==> src/snes_cart_pkg.sv <==
`default_nettype none

package snes_cart_pkg;

	// ====================
	// Widths
	// ====================

	// APB address, stream word and mask widths
	localparam int ADDR_W = 26;
	localparam int DATA_W = 16;
	localparam int MASK_W = 24;

	// Byte offset field inside one APB region
	localparam int OFFS_W = 24;

	// Copier header in front of the ROM image
	localparam logic [OFFS_W-1:0] HDR_OFFSET = 24'h000200;

	// ROM size code used until the header says otherwise
	localparam logic [3:0] AUTO_ROM_SIZE = 4'hC;

	// ====================
	// Address map
	// ====================

	// Region code in paddr[25:24]
	localparam logic [1:0] TARGET_CART  = 2'd0;
	localparam logic [1:0] TARGET_CHEAT = 2'd1;
	localparam logic [1:0] TARGET_REGS  = 2'd2;

	// Register byte offsets in the register region
	localparam logic [OFFS_W-1:0] REG_CTRL     = 24'h000000;
	localparam logic [OFFS_W-1:0] REG_STATUS   = 24'h000004;
	localparam logic [OFFS_W-1:0] REG_ROM_MASK = 24'h000008;
	localparam logic [OFFS_W-1:0] REG_RAM_MASK = 24'h00000C;

	// ====================
	// Control codes
	// ====================

	typedef enum logic [2:0] {
		HDR_AUTO      = 3'd0,
		HDR_NO_HEADER = 3'd1,
		HDR_LOROM     = 3'd2,
		HDR_HIROM     = 3'd3,
		HDR_EXHIROM   = 3'd4
	} hdr_mode_e;

	// Power-on work RAM contents
	typedef enum logic [1:0] {
		FILL_SNES2   = 2'd0,
		FILL_SNES1   = 2'd1,
		FILL_CONST55 = 2'd2,
		FILL_CONSTFF = 2'd3
	} fill_pat_e;

	typedef enum logic [1:0] {
		REGION_AUTO = 2'd0,
		REGION_NTSC = 2'd1,
		REGION_PAL  = 2'd2
	} region_ovr_e;

	// Cheat record, seen as stream words or as big endian fields.
	// Stream word k lands in words[k/2][k%2], low halfword first.
	typedef union packed {
		logic [0:3][1:0][DATA_W-1:0] words;
		struct packed {
			logic [31:0] flags;
			logic [31:0] address;
			logic [31:0] compare;
			logic [31:0] replace;
		} fields;
	} cheat_rec_u;

endpackage

`default_nettype wire

==> src/loader_bus_if.sv <==
`timescale 1ns/1ps
`default_nettype none

// One stream write, forwarded a cycle after its APB access
interface dl_beat_if
	import snes_cart_pkg::*;
();
	logic              valid;
	logic [1:0]        target;
	logic [OFFS_W-1:0] addr;
	logic [DATA_W-1:0] data;

	modport source (output valid, target, addr, data);
	modport sink   (input  valid, target, addr, data);
endinterface

// Cartridge properties found in the header
interface cart_info_if
	import snes_cart_pkg::*;
();
	logic [7:0]        rom_type;
	logic [3:0]        ram_size;
	logic [MASK_W-1:0] rom_mask;
	logic [MASK_W-1:0] ram_mask;
	// Raw region bit from the image
	logic              region;

	modport source (output rom_type, ram_size, rom_mask, ram_mask, region);
	modport sink   (input  rom_type, ram_size, rom_mask, ram_mask, region);
endinterface

`default_nettype wire

==> src/apb_loader_front.sv <==
`timescale 1ns/1ps
`default_nettype none

module apb_loader_front
	import snes_cart_pkg::*;
(
	input  wire               clk_sys,
	input  wire               RESET,
	input  wire               psel,
	input  wire               penable,
	input  wire               pwrite,
	input  wire  [ADDR_W-1:0] paddr,
	input  wire  [31:0]       pwdata,
	output logic [31:0]       prdata,
	output logic              pready,
	output logic              pslverr,
	input  wire               fill_busy,
	output logic              fill_start,
	output fill_pat_e         fill_pattern,
	output hdr_mode_e         hdr_mode,
	output logic              clear_parse,
	dl_beat_if.source         beat,
	cart_info_if.sink         info
);

	logic              access;
	logic              stall;
	logic              wr_done;
	logic              wr_err;
	logic              ctrl_sel;
	logic              beat_en;
	logic [1:0]        target;
	logic [OFFS_W-1:0] offset;

	region_ovr_e       region_ovr;
	logic              cart_dl;
	logic              cheat_dl;
	logic              pal;

	// ====================
	// APB decode
	// ====================

	assign target = paddr[ADDR_W-1 -: 2];
	assign offset = paddr[OFFS_W-1:0];
	assign access = psel & penable;

	// Cart data must wait until the work RAM clear is over
	assign stall   = access & pwrite & (target == TARGET_CART) & fill_busy;
	assign pready  = ~stall;
	assign wr_done = access & pwrite & ~stall;

	assign ctrl_sel = (target == TARGET_REGS) && (offset == REG_CTRL);

	// Only CTRL is writable in the register region, region 3 is empty
	always_comb begin
		case (target)
			TARGET_CART:  wr_err = 1'b0;
			TARGET_CHEAT: wr_err = 1'b0;
			TARGET_REGS:  wr_err = (offset != REG_CTRL);
			default:      wr_err = 1'b1;
		endcase
	end

	assign pslverr = access & pwrite & wr_err;

	// ====================
	// CTRL
	// ====================

	always_ff @(posedge clk_sys) begin
		if (RESET) begin
			hdr_mode     <= HDR_AUTO;
			region_ovr   <= REGION_AUTO;
			fill_pattern <= FILL_SNES2;
			cart_dl      <= 1'b0;
			cheat_dl     <= 1'b0;
			fill_start   <= 1'b0;
		end else begin
			// Pulse in the first cycle of a new cart download
			fill_start <= wr_done & ctrl_sel & pwdata[8] & ~cart_dl;
			if (wr_done && ctrl_sel) begin
				hdr_mode     <= hdr_mode_e'(pwdata[2:0]);
				region_ovr   <= region_ovr_e'(pwdata[4:3]);
				fill_pattern <= fill_pat_e'(pwdata[6:5]);
				cart_dl      <= pwdata[8];
				cheat_dl     <= pwdata[9];
			end
		end
	end

	assign clear_parse = fill_start;

	// ====================
	// Stream beats
	// ====================

	assign beat_en = ((target == TARGET_CART) & cart_dl) |
		((target == TARGET_CHEAT) & cheat_dl);

	always_ff @(posedge clk_sys) begin
		if (RESET)
			beat.valid <= 1'b0;
		else
			beat.valid <= wr_done & beat_en;
	end

	always_ff @(posedge clk_sys) begin
		if (wr_done) begin
			beat.target <= target;
			beat.addr   <= offset;
			beat.data   <= pwdata[DATA_W-1:0];
		end
	end

	// Region is frozen while an image is coming in
	always_ff @(posedge clk_sys) begin
		if (RESET) begin
			pal <= 1'b0;
		end else if (!cart_dl) begin
			case (region_ovr)
				REGION_NTSC: pal <= 1'b0;
				REGION_PAL:  pal <= 1'b1;
				default:     pal <= info.region;
			endcase
		end
	end

	// Read mux
	always_comb begin
		prdata = '0;
		if (target == TARGET_REGS) begin
			case (offset)
				REG_CTRL:
					prdata[9:0] = {cheat_dl, cart_dl, 1'b0, fill_pattern, region_ovr, hdr_mode};
				REG_STATUS:
					prdata[13:0] = {fill_busy, pal, info.ram_size, info.rom_type};
				REG_ROM_MASK:
					prdata[MASK_W-1:0] = info.rom_mask;
				REG_RAM_MASK:
					prdata[MASK_W-1:0] = info.ram_mask;
				default:
					prdata = '0;
			endcase
		end
	end

endmodule

`default_nettype wire

==> src/cart_header_parse.sv <==
`timescale 1ns/1ps
`default_nettype none

module cart_header_parse
	import snes_cart_pkg::*;
(
	input  wire         clk_sys,
	input  wire         RESET,
	input  wire         clear_parse,
	input  hdr_mode_e   hdr_mode,
	dl_beat_if.sink     beat,
	cart_info_if.source info
);

	logic [3:0]        rom_size;
	logic              cart_beat;
	logic              has_base;
	logic [OFFS_W-1:0] size_base;
	logic [OFFS_W-1:0] rom_size_addr;
	logic [OFFS_W-1:0] ram_size_addr;

	assign cart_beat = beat.valid && (beat.target == TARGET_CART);

	// Internal header location for the forced modes
	always_comb begin
		has_base  = 1'b1;
		size_base = '0;
		case (hdr_mode)
			HDR_LOROM:   size_base = 24'h007FD6;
			HDR_HIROM:   size_base = 24'h00FFD6;
			HDR_EXHIROM: size_base = 24'h40FFD6;
			default:     has_base  = 1'b0;
		endcase
	end

	// ROM size byte, RAM size byte two bytes later
	assign rom_size_addr = size_base + HDR_OFFSET;
	assign ram_size_addr = rom_size_addr + 24'd2;

	// ====================
	// Field capture
	// ====================

	always_ff @(posedge clk_sys) begin
		if (RESET) begin
			rom_size      <= AUTO_ROM_SIZE;
			info.ram_size <= '0;
			info.rom_type <= '0;
			info.region   <= 1'b0;
		end else if (clear_parse) begin
			rom_size      <= AUTO_ROM_SIZE;
			info.ram_size <= '0;
		end else if (cart_beat) begin
			if (beat.addr == '0) begin
				rom_size      <= AUTO_ROM_SIZE;
				info.ram_size <= '0;
				// Loader prepends a size byte in auto mode
				if (hdr_mode == HDR_AUTO && beat.data[7:0] != 8'h00) begin
					info.ram_size <= beat.data[7:4];
					rom_size      <= beat.data[3:0];
				end
				case (hdr_mode)
					HDR_NO_HEADER: info.rom_type <= 8'd0;
					HDR_LOROM:     info.rom_type <= 8'd0;
					HDR_HIROM:     info.rom_type <= 8'd1;
					HDR_EXHIROM:   info.rom_type <= 8'd2;
					default:       info.rom_type <= beat.data[15:8];
				endcase
			end

			if (beat.addr == 24'd2)
				info.region <= beat.data[8];

			if (has_base && beat.addr == rom_size_addr)
				rom_size <= beat.data[11:8];
			if (has_base && beat.addr == ram_size_addr)
				info.ram_size <= beat.data[3:0];
		end
	end

	// ====================
	// Masks
	// ====================

	// Size code n means 1 KiB << n
	assign info.rom_mask = (MASK_W'(1024) << rom_size) - MASK_W'(1);
	assign info.ram_mask = (info.ram_size != 4'd0) ?
		(MASK_W'(1024) << info.ram_size) - MASK_W'(1) : '0;

endmodule

`default_nettype wire

==> src/cheat_code_assemble.sv <==
`timescale 1ns/1ps
`default_nettype none

module cheat_code_assemble
	import snes_cart_pkg::*;
(
	input  wire        clk_sys,
	input  wire        RESET,
	dl_beat_if.sink    beat,
	output logic       code_valid,
	output cheat_rec_u code_rec
);

	cheat_rec_u rec_q;
	cheat_rec_u rec_next;
	logic       cheat_beat;
	logic       last_word;

	assign cheat_beat = beat.valid && (beat.target == TARGET_CHEAT);

	// Offset 14 is the replace high word
	assign last_word = (beat.addr[3:1] == 3'd7);

	// Pair index from addr[3:2], half from addr[1]
	always_comb begin
		rec_next = rec_q;
		rec_next.words[beat.addr[3:2]][beat.addr[1]] = beat.data;
	end

	// Staging record collects the words
	always_ff @(posedge clk_sys) begin
		if (cheat_beat)
			rec_q <= rec_next;
	end

	// Output copy only moves on a finished record
	always_ff @(posedge clk_sys) begin
		if (cheat_beat && last_word)
			code_rec <= rec_next;
	end

	always_ff @(posedge clk_sys) begin
		if (RESET)
			code_valid <= 1'b0;
		else
			code_valid <= cheat_beat & last_word;
	end

endmodule

`default_nettype wire

==> src/snes_cart_loader.sv <==
`timescale 1ns/1ps
`default_nettype none

module snes_cart_loader
	import snes_cart_pkg::*;
#(
	parameter int FILL_ADDR_BITS = 18
) (
	input  wire                       clk_sys,
	input  wire                       RESET,

	// APB slave
	input  wire                       psel,
	input  wire                       penable,
	input  wire                       pwrite,
	input  wire  [ADDR_W-1:0]         paddr,
	input  wire  [31:0]               pwdata,
	output wire  [31:0]               prdata,
	output wire                       pready,
	output wire                       pslverr,

	// Cheat records
	output wire                       code_valid,
	output wire  [31:0]               code_flags,
	output wire  [31:0]               code_addr,
	output wire  [31:0]               code_compare,
	output wire  [31:0]               code_replace,

	// Work RAM clear
	output wire                       fill_we,
	output wire  [FILL_ADDR_BITS-1:0] fill_addr,
	output wire  [7:0]                fill_data
);

	wire             fill_start;
	wire             fill_busy;
	wire             clear_parse;
	wire fill_pat_e  fill_pattern;
	wire hdr_mode_e  hdr_mode;
	wire cheat_rec_u code_rec;

	dl_beat_if   beat ();
	cart_info_if info ();

	apb_loader_front u_front (
		.clk_sys      (clk_sys),
		.RESET        (RESET),
		.psel         (psel),
		.penable      (penable),
		.pwrite       (pwrite),
		.paddr        (paddr),
		.pwdata       (pwdata),
		.prdata       (prdata),
		.pready       (pready),
		.pslverr      (pslverr),
		.fill_busy    (fill_busy),
		.fill_start   (fill_start),
		.fill_pattern (fill_pattern),
		.hdr_mode     (hdr_mode),
		.clear_parse  (clear_parse),
		.beat         (beat.source),
		.info         (info.sink)
	);

	cart_header_parse u_header (
		.clk_sys     (clk_sys),
		.RESET       (RESET),
		.clear_parse (clear_parse),
		.hdr_mode    (hdr_mode),
		.beat        (beat.sink),
		.info        (info.source)
	);

	cheat_code_assemble u_cheat (
		.clk_sys    (clk_sys),
		.RESET      (RESET),
		.beat       (beat.sink),
		.code_valid (code_valid),
		.code_rec   (code_rec)
	);

	wram_fill_seq #(
		.FILL_ADDR_BITS (FILL_ADDR_BITS)
	) u_fill (
		.clk_sys      (clk_sys),
		.RESET        (RESET),
		.fill_start   (fill_start),
		.fill_pattern (fill_pattern),
		.fill_busy    (fill_busy),
		.fill_we      (fill_we),
		.fill_addr    (fill_addr),
		.fill_data    (fill_data)
	);

	// Field view of the finished record
	assign code_flags   = code_rec.fields.flags;
	assign code_addr    = code_rec.fields.address;
	assign code_compare = code_rec.fields.compare;
	assign code_replace = code_rec.fields.replace;

endmodule

`default_nettype wire

==> src/wram_fill_seq.sv <==
`timescale 1ns/1ps
`default_nettype none

module wram_fill_seq
	import snes_cart_pkg::*;
#(
	parameter int FILL_ADDR_BITS = 18
) (
	input  wire                       clk_sys,
	input  wire                       RESET,
	input  wire                       fill_start,
	input  fill_pat_e                 fill_pattern,
	output logic                      fill_busy,
	output logic                      fill_we,
	output logic [FILL_ADDR_BITS-1:0] fill_addr,
	output logic [7:0]                fill_data
);

	logic       phase;
	logic       last_addr;
	fill_pat_e  pat_q;
	logic [9:0] pat_addr;

	assign last_addr = &fill_addr;

	// Write on even phase, step address on odd phase
	assign fill_we = fill_busy & ~phase;

	always_ff @(posedge clk_sys) begin
		if (RESET) begin
			fill_busy <= 1'b0;
			phase     <= 1'b0;
			fill_addr <= '0;
			pat_q     <= FILL_SNES2;
		end else if (fill_start) begin
			fill_busy <= 1'b1;
			phase     <= 1'b0;
			fill_addr <= '0;
			pat_q     <= fill_pattern;
		end else if (fill_busy) begin
			phase <= ~phase;
			if (phase) begin
				fill_addr <= fill_addr + 1'b1;
				if (last_addr)
					fill_busy <= 1'b0;
			end
		end
	end

	// Small RAMs see zeros in the upper pattern bits
	assign pat_addr = 10'(fill_addr);

	always_comb begin
		case (pat_q)
			FILL_SNES2:   fill_data = (pat_addr[8] ^ pat_addr[2]) ? 8'h66 : 8'h99;
			FILL_SNES1:   fill_data = (pat_addr[9] ^ pat_addr[0]) ? 8'hFF : 8'h00;
			FILL_CONST55: fill_data = 8'h55;
			default:      fill_data = 8'hFF;
		endcase
	end

endmodule

`default_nettype wire
==> config.mk <==
export PLATFORM = sky130hd
export DESIGN_NAME = snes_cart_loader
export DESIGN_NICKNAME = d
export VERILOG_FILES = /design/src/snes_cart_pkg.sv /design/src/loader_bus_if.sv /design/src/apb_loader_front.sv /design/src/cart_header_parse.sv /design/src/cheat_code_assemble.sv /design/src/snes_cart_loader.sv /design/src/wram_fill_seq.sv
export SDC_FILE = /design/constraint.sdc
export NUM_CORES = 1
export LEC_CHECK = 0
export BUFFER_PORTS_ARGS = -buffer_cell sky130_fd_sc_hd__buf_2
export CORE_UTILIZATION = 56
export CTS_CLUSTER_SIZE = 40
export DETAILED_ROUTE_END_ITERATION = 16
export PLACE_DENSITY_LB_ADDON = 0.25
export SYNTH_ARGS = -nofsm -noshare
export SYNTH_HDL_FRONTEND = slang
export SYNTH_SLANG_ARGS = --single-unit
==> constraint.sdc <==
create_clock -name clk_sys -period 9.8 [get_ports clk_sys]
set_input_delay 1.47 -clock clk_sys [delete_from_list [all_inputs] [get_ports clk_sys]]
set_output_delay 1.47 -clock clk_sys [all_outputs]
set_load 0.005 [all_outputs]
==> impl_results.md <==
- Worst path slowest cell: nor4_2
- FF-to-FF path depth: 4
- Worst setup EP type: primary output
- Status: finished clean
- Dpl ws: 4.495 ns
- Cells after synthesis: 977
- Setup Total Neg Slack: 0 ns
- Cell area after synthesis: 0.01432 sq mm
- Worst Path Buf+Inv: 2
- Final hold viol count: 0
- Vert. Die Dim: 161.9 um
- CTS tree: yes
- PostCTS Resize Cnt: 0
- Clock Pin Slew Worst Setup and Hold Paths: 0.06 ns
- Fin worst setup slack: 4.514 ns
- Synth top area cells: edfxtp_1, mux2_2, dfxtp_1
- Sequential area share after synthesis: 69.78%
- Design area: 0.01695 sq mm
- Initial Util: 57.02%
- Syn avg cell area: 14.65 sq um
- Synth warnings: 0
- First-pass detailed-route iteration total: 5
- Initial antenna violation count: 2
- CP max FO: 13
- IO Count: 253
- DR WL/cell: 20.15 um
- Final ANT Viol Nets: 0
- Worst Setup Start Kind: input pin
- Worst Hold End: u_header.info.rom_type[6]
- PwrDens: 184.2 mW/mm^2
- First-pass GRT wire length: 47.69 mm
- RePlAce Congestion: 0.8873
- Slew margin rel.: 21.66%
- Slew Limit Fails: 0
- CP peak stage delay: 0.96 ns
- Worst Hold Launch: u_header.info.rom_type[6]
- Hold Buf Count CTS: 0
- EDFF count, synth: 298
- Largest area contributor in the netlist: edfxtp_1
- Pin count of the biggest net entering global routing: 68
- Pleak: 5.942 nW
- Final period util: 53.94%
- Final min period: 5.286 ns
- WS Path Type: in2out
- Synth cell types: 66
- Maxcap violations: 0
- Largest family of logic cells by synthesized area: simple AND/OR/NAND/NOR gates
- WL met2: 15.26 mm
- Die area: 0.02621 sq mm
- Port Buffers: 228
- Synth top area share: 62.51%
- Critical path, cell by cell: buf_2, nor4_2, nand3_4, nor4_2, nand2_1, a31oi_1, buf_2
- Vias in the first global route: 8,461
- DRC Markers: 0
- DR vias: 8,888
- Final nets: 1,256
- CTS Buffer Depth: 3
- Reg-to-Reg Start: u_front.beat.addr[1]
- Area growth syn-to-layout: 18.42%
- CP Data Arrival Time: 3.82 ns
- HPWL after DPL: 20.28 mm
- Synth Area in Compound Gates: 5.943%
- Highest routed metal layer: met4
- Top FF cell, synth: edfxtp_1
- Routed wire length: 31.22 mm
- Slew @ Worst Pin: 1.172 ns
- Clock root cell: clkbuf_16
- Simple-gate share of the synthesized area: 10.06%
- Post-CTS Setup Bufs: 0
- Synth Area in Adders: 0.4195%
- Post-Synth XOR/XNOR Area: 1.346%
- Starting DRT DRC Count: 704
- R2r endpoint: u_cheat.code_rec[79]
- Inserted Clock Buffers: 36
- Worst-Skew Late Latency: 0.52 ns
- RSZ-0062 raised after global routing: no
- # rows: 58
- Register bit total from synthesis: 350
- M1 WL: 13.72 mm
- Post-synthesis mux area share: 9.474%
- Post-synth top cells: edfxtp_1, mux2_2, nand2_1
- Min-Delay Path Depth: 2
- Ys async rst share: 0%
- Most numerous cell in the Yosys netlist: edfxtp_1
- H-tree Lvls: 2
- Fin Hold WS: 0.4610 ns
- Tot Pwr: 3.124 mW
- Vias/cell: 5.738
- CTS Sinks: 350
- Core area: 0.02511 sq mm
- Delay-heaviest family, CP: simple AND/OR/NAND/NOR gates
- Required time of the critical path: 8.33 ns
- WL met3: 1.495 mm
- Skew final: 0.01814 ns
- Layout cells sized above 1: 36.07%
- Setup Viol. Count Final: 0
- DP Area: 0.01565 sq mm
- R2r setup slk: 6.97 ns
- DIE WIDTH: 161.9 um
- Total grt overflow: 0
- Path type of the worst min-delay path: reg2reg
- GR Util All Layers: 23.78%
- VDD IR max: 0.0001429 V
- Fmax: 189.2 MHz
state kept, by name, summed over array words and instances (netlist names), 2 cells and up:
signal                  flops
u_cheat.code_rec          128
u_cheat.rec_q             128
u_front.beat.addr          24
u_fill.fill_addr           18
u_front.beat.data          16
u_header.info.rom_type      8
u_header.info.ram_size      4
u_header.rom_size           4
u_front.hdr_mode            3
u_fill.pat_q                2
u_front.beat.target         2
u_front.fill_pattern        2
u_front.region_ovr          2
cells in the final DEF (no fill, tap or decap), types with 4 or more instances in the layout:
cell          n
o21ai_0      29
or3_1         4
clkinvlp_4    5
o31ai_1      11
conb_1        8
nor4_1        8
buf_4         8
and2_1       10
clkbuf_16    38
dfxtp_1      52
a21oi_1      36
nor2b_1       6
xnor2_1      11
nand4_1       5
xor2_1       11
a21o_1        4
nor3_1        9
nor2_1       59
ha_1          4
bufinv_16     7
a211oi_1      8
clkinv_1      4
clkinv_2      5
buf_2       228
a31oi_1      19
nor4_2       12
mux2_2      108
inv_1        21
nor3b_1       4
edfxtp_1    298
mux2i_1      14
nand3_1      24
nand3b_1      5
nand2_1      73
metrics by stage:
stage | cells | util, %
global placement | 1481 | 62.33
floorplan | 984 | -
finish | 1549 | 67.52
CTS | 1547 | 67.50
global route | 1549 | 67.52
detailed placement | 1481 | 62.33
metal layers:
layer / track usage, % / vias to the layer above
li1: - / 4116
met1: 32.75 / 4419
met2: 39.19 / 301
met3: 3.703 / 52
met4: 7.161 / 0
met5: 0 / -
where the power goes:
| group | internal [mW] | switching [mW] | leakage, nW | total (mW) |
|---|---|---|---|---|
| registers | 1.61 | 0.00885 | 3.10 | 1.61 |
| clock network | 0.904 | 0.555 | 0.620 | 1.46 |
| logic | 0.0192 | 0.0304 | 2.22 | 0.0496 |
how the worst max path moves through the flow:
stage / from / endpoint / slack [ns] / depth (start not counted)
floorplan: u_front.beat.addr[2] / u_cheat.code_rec[0] / 2.92 / 4
global placement: paddr[1] / prdata[2] / 4.52 / 7
detailed placement: paddr[18] / prdata[4] / 4.50 / 7
CTS: paddr[1] / prdata[4] / 4.49 / 7
global route: paddr[18] / prdata[2] / 4.36 / 7
finish: paddr[18] / prdata[4] / 4.51 / 7
worst register-to-register path, stage by stage, from the launching register on:
cell and delay, ns:
edfxtp_1 0.58, nand3_1 0.21, nor2_4 0.13, buf_4 0.73
buf_4 0.79
kinds of logic after synthesis:
group / after synthesis
compound gates: 132
xor+xnor: 22
fa+ha+maj: 5
buf+inv: 91
flops: 350
mux: 122
other cells: 1
simple gates: 254
final cells by class:
| cell class | count | area (sq um) |
|---|---|---|
| well taps | 330 | 412.9 |
| repair buffers | 236 | 1201 |
| fillers | 1808 | 8155 |
| clock buffers | 42 | 975.9 |
| inverters | 22 | 85.08 |
| multi-input cells | 543 | 3963 |
| diodes | 2 | 5.005 |
| flip-flops and latches | 350 | 9990 |
| clock inverters | 24 | 321.6 |
No activity file was read; power rests on OpenSTA's default activity.
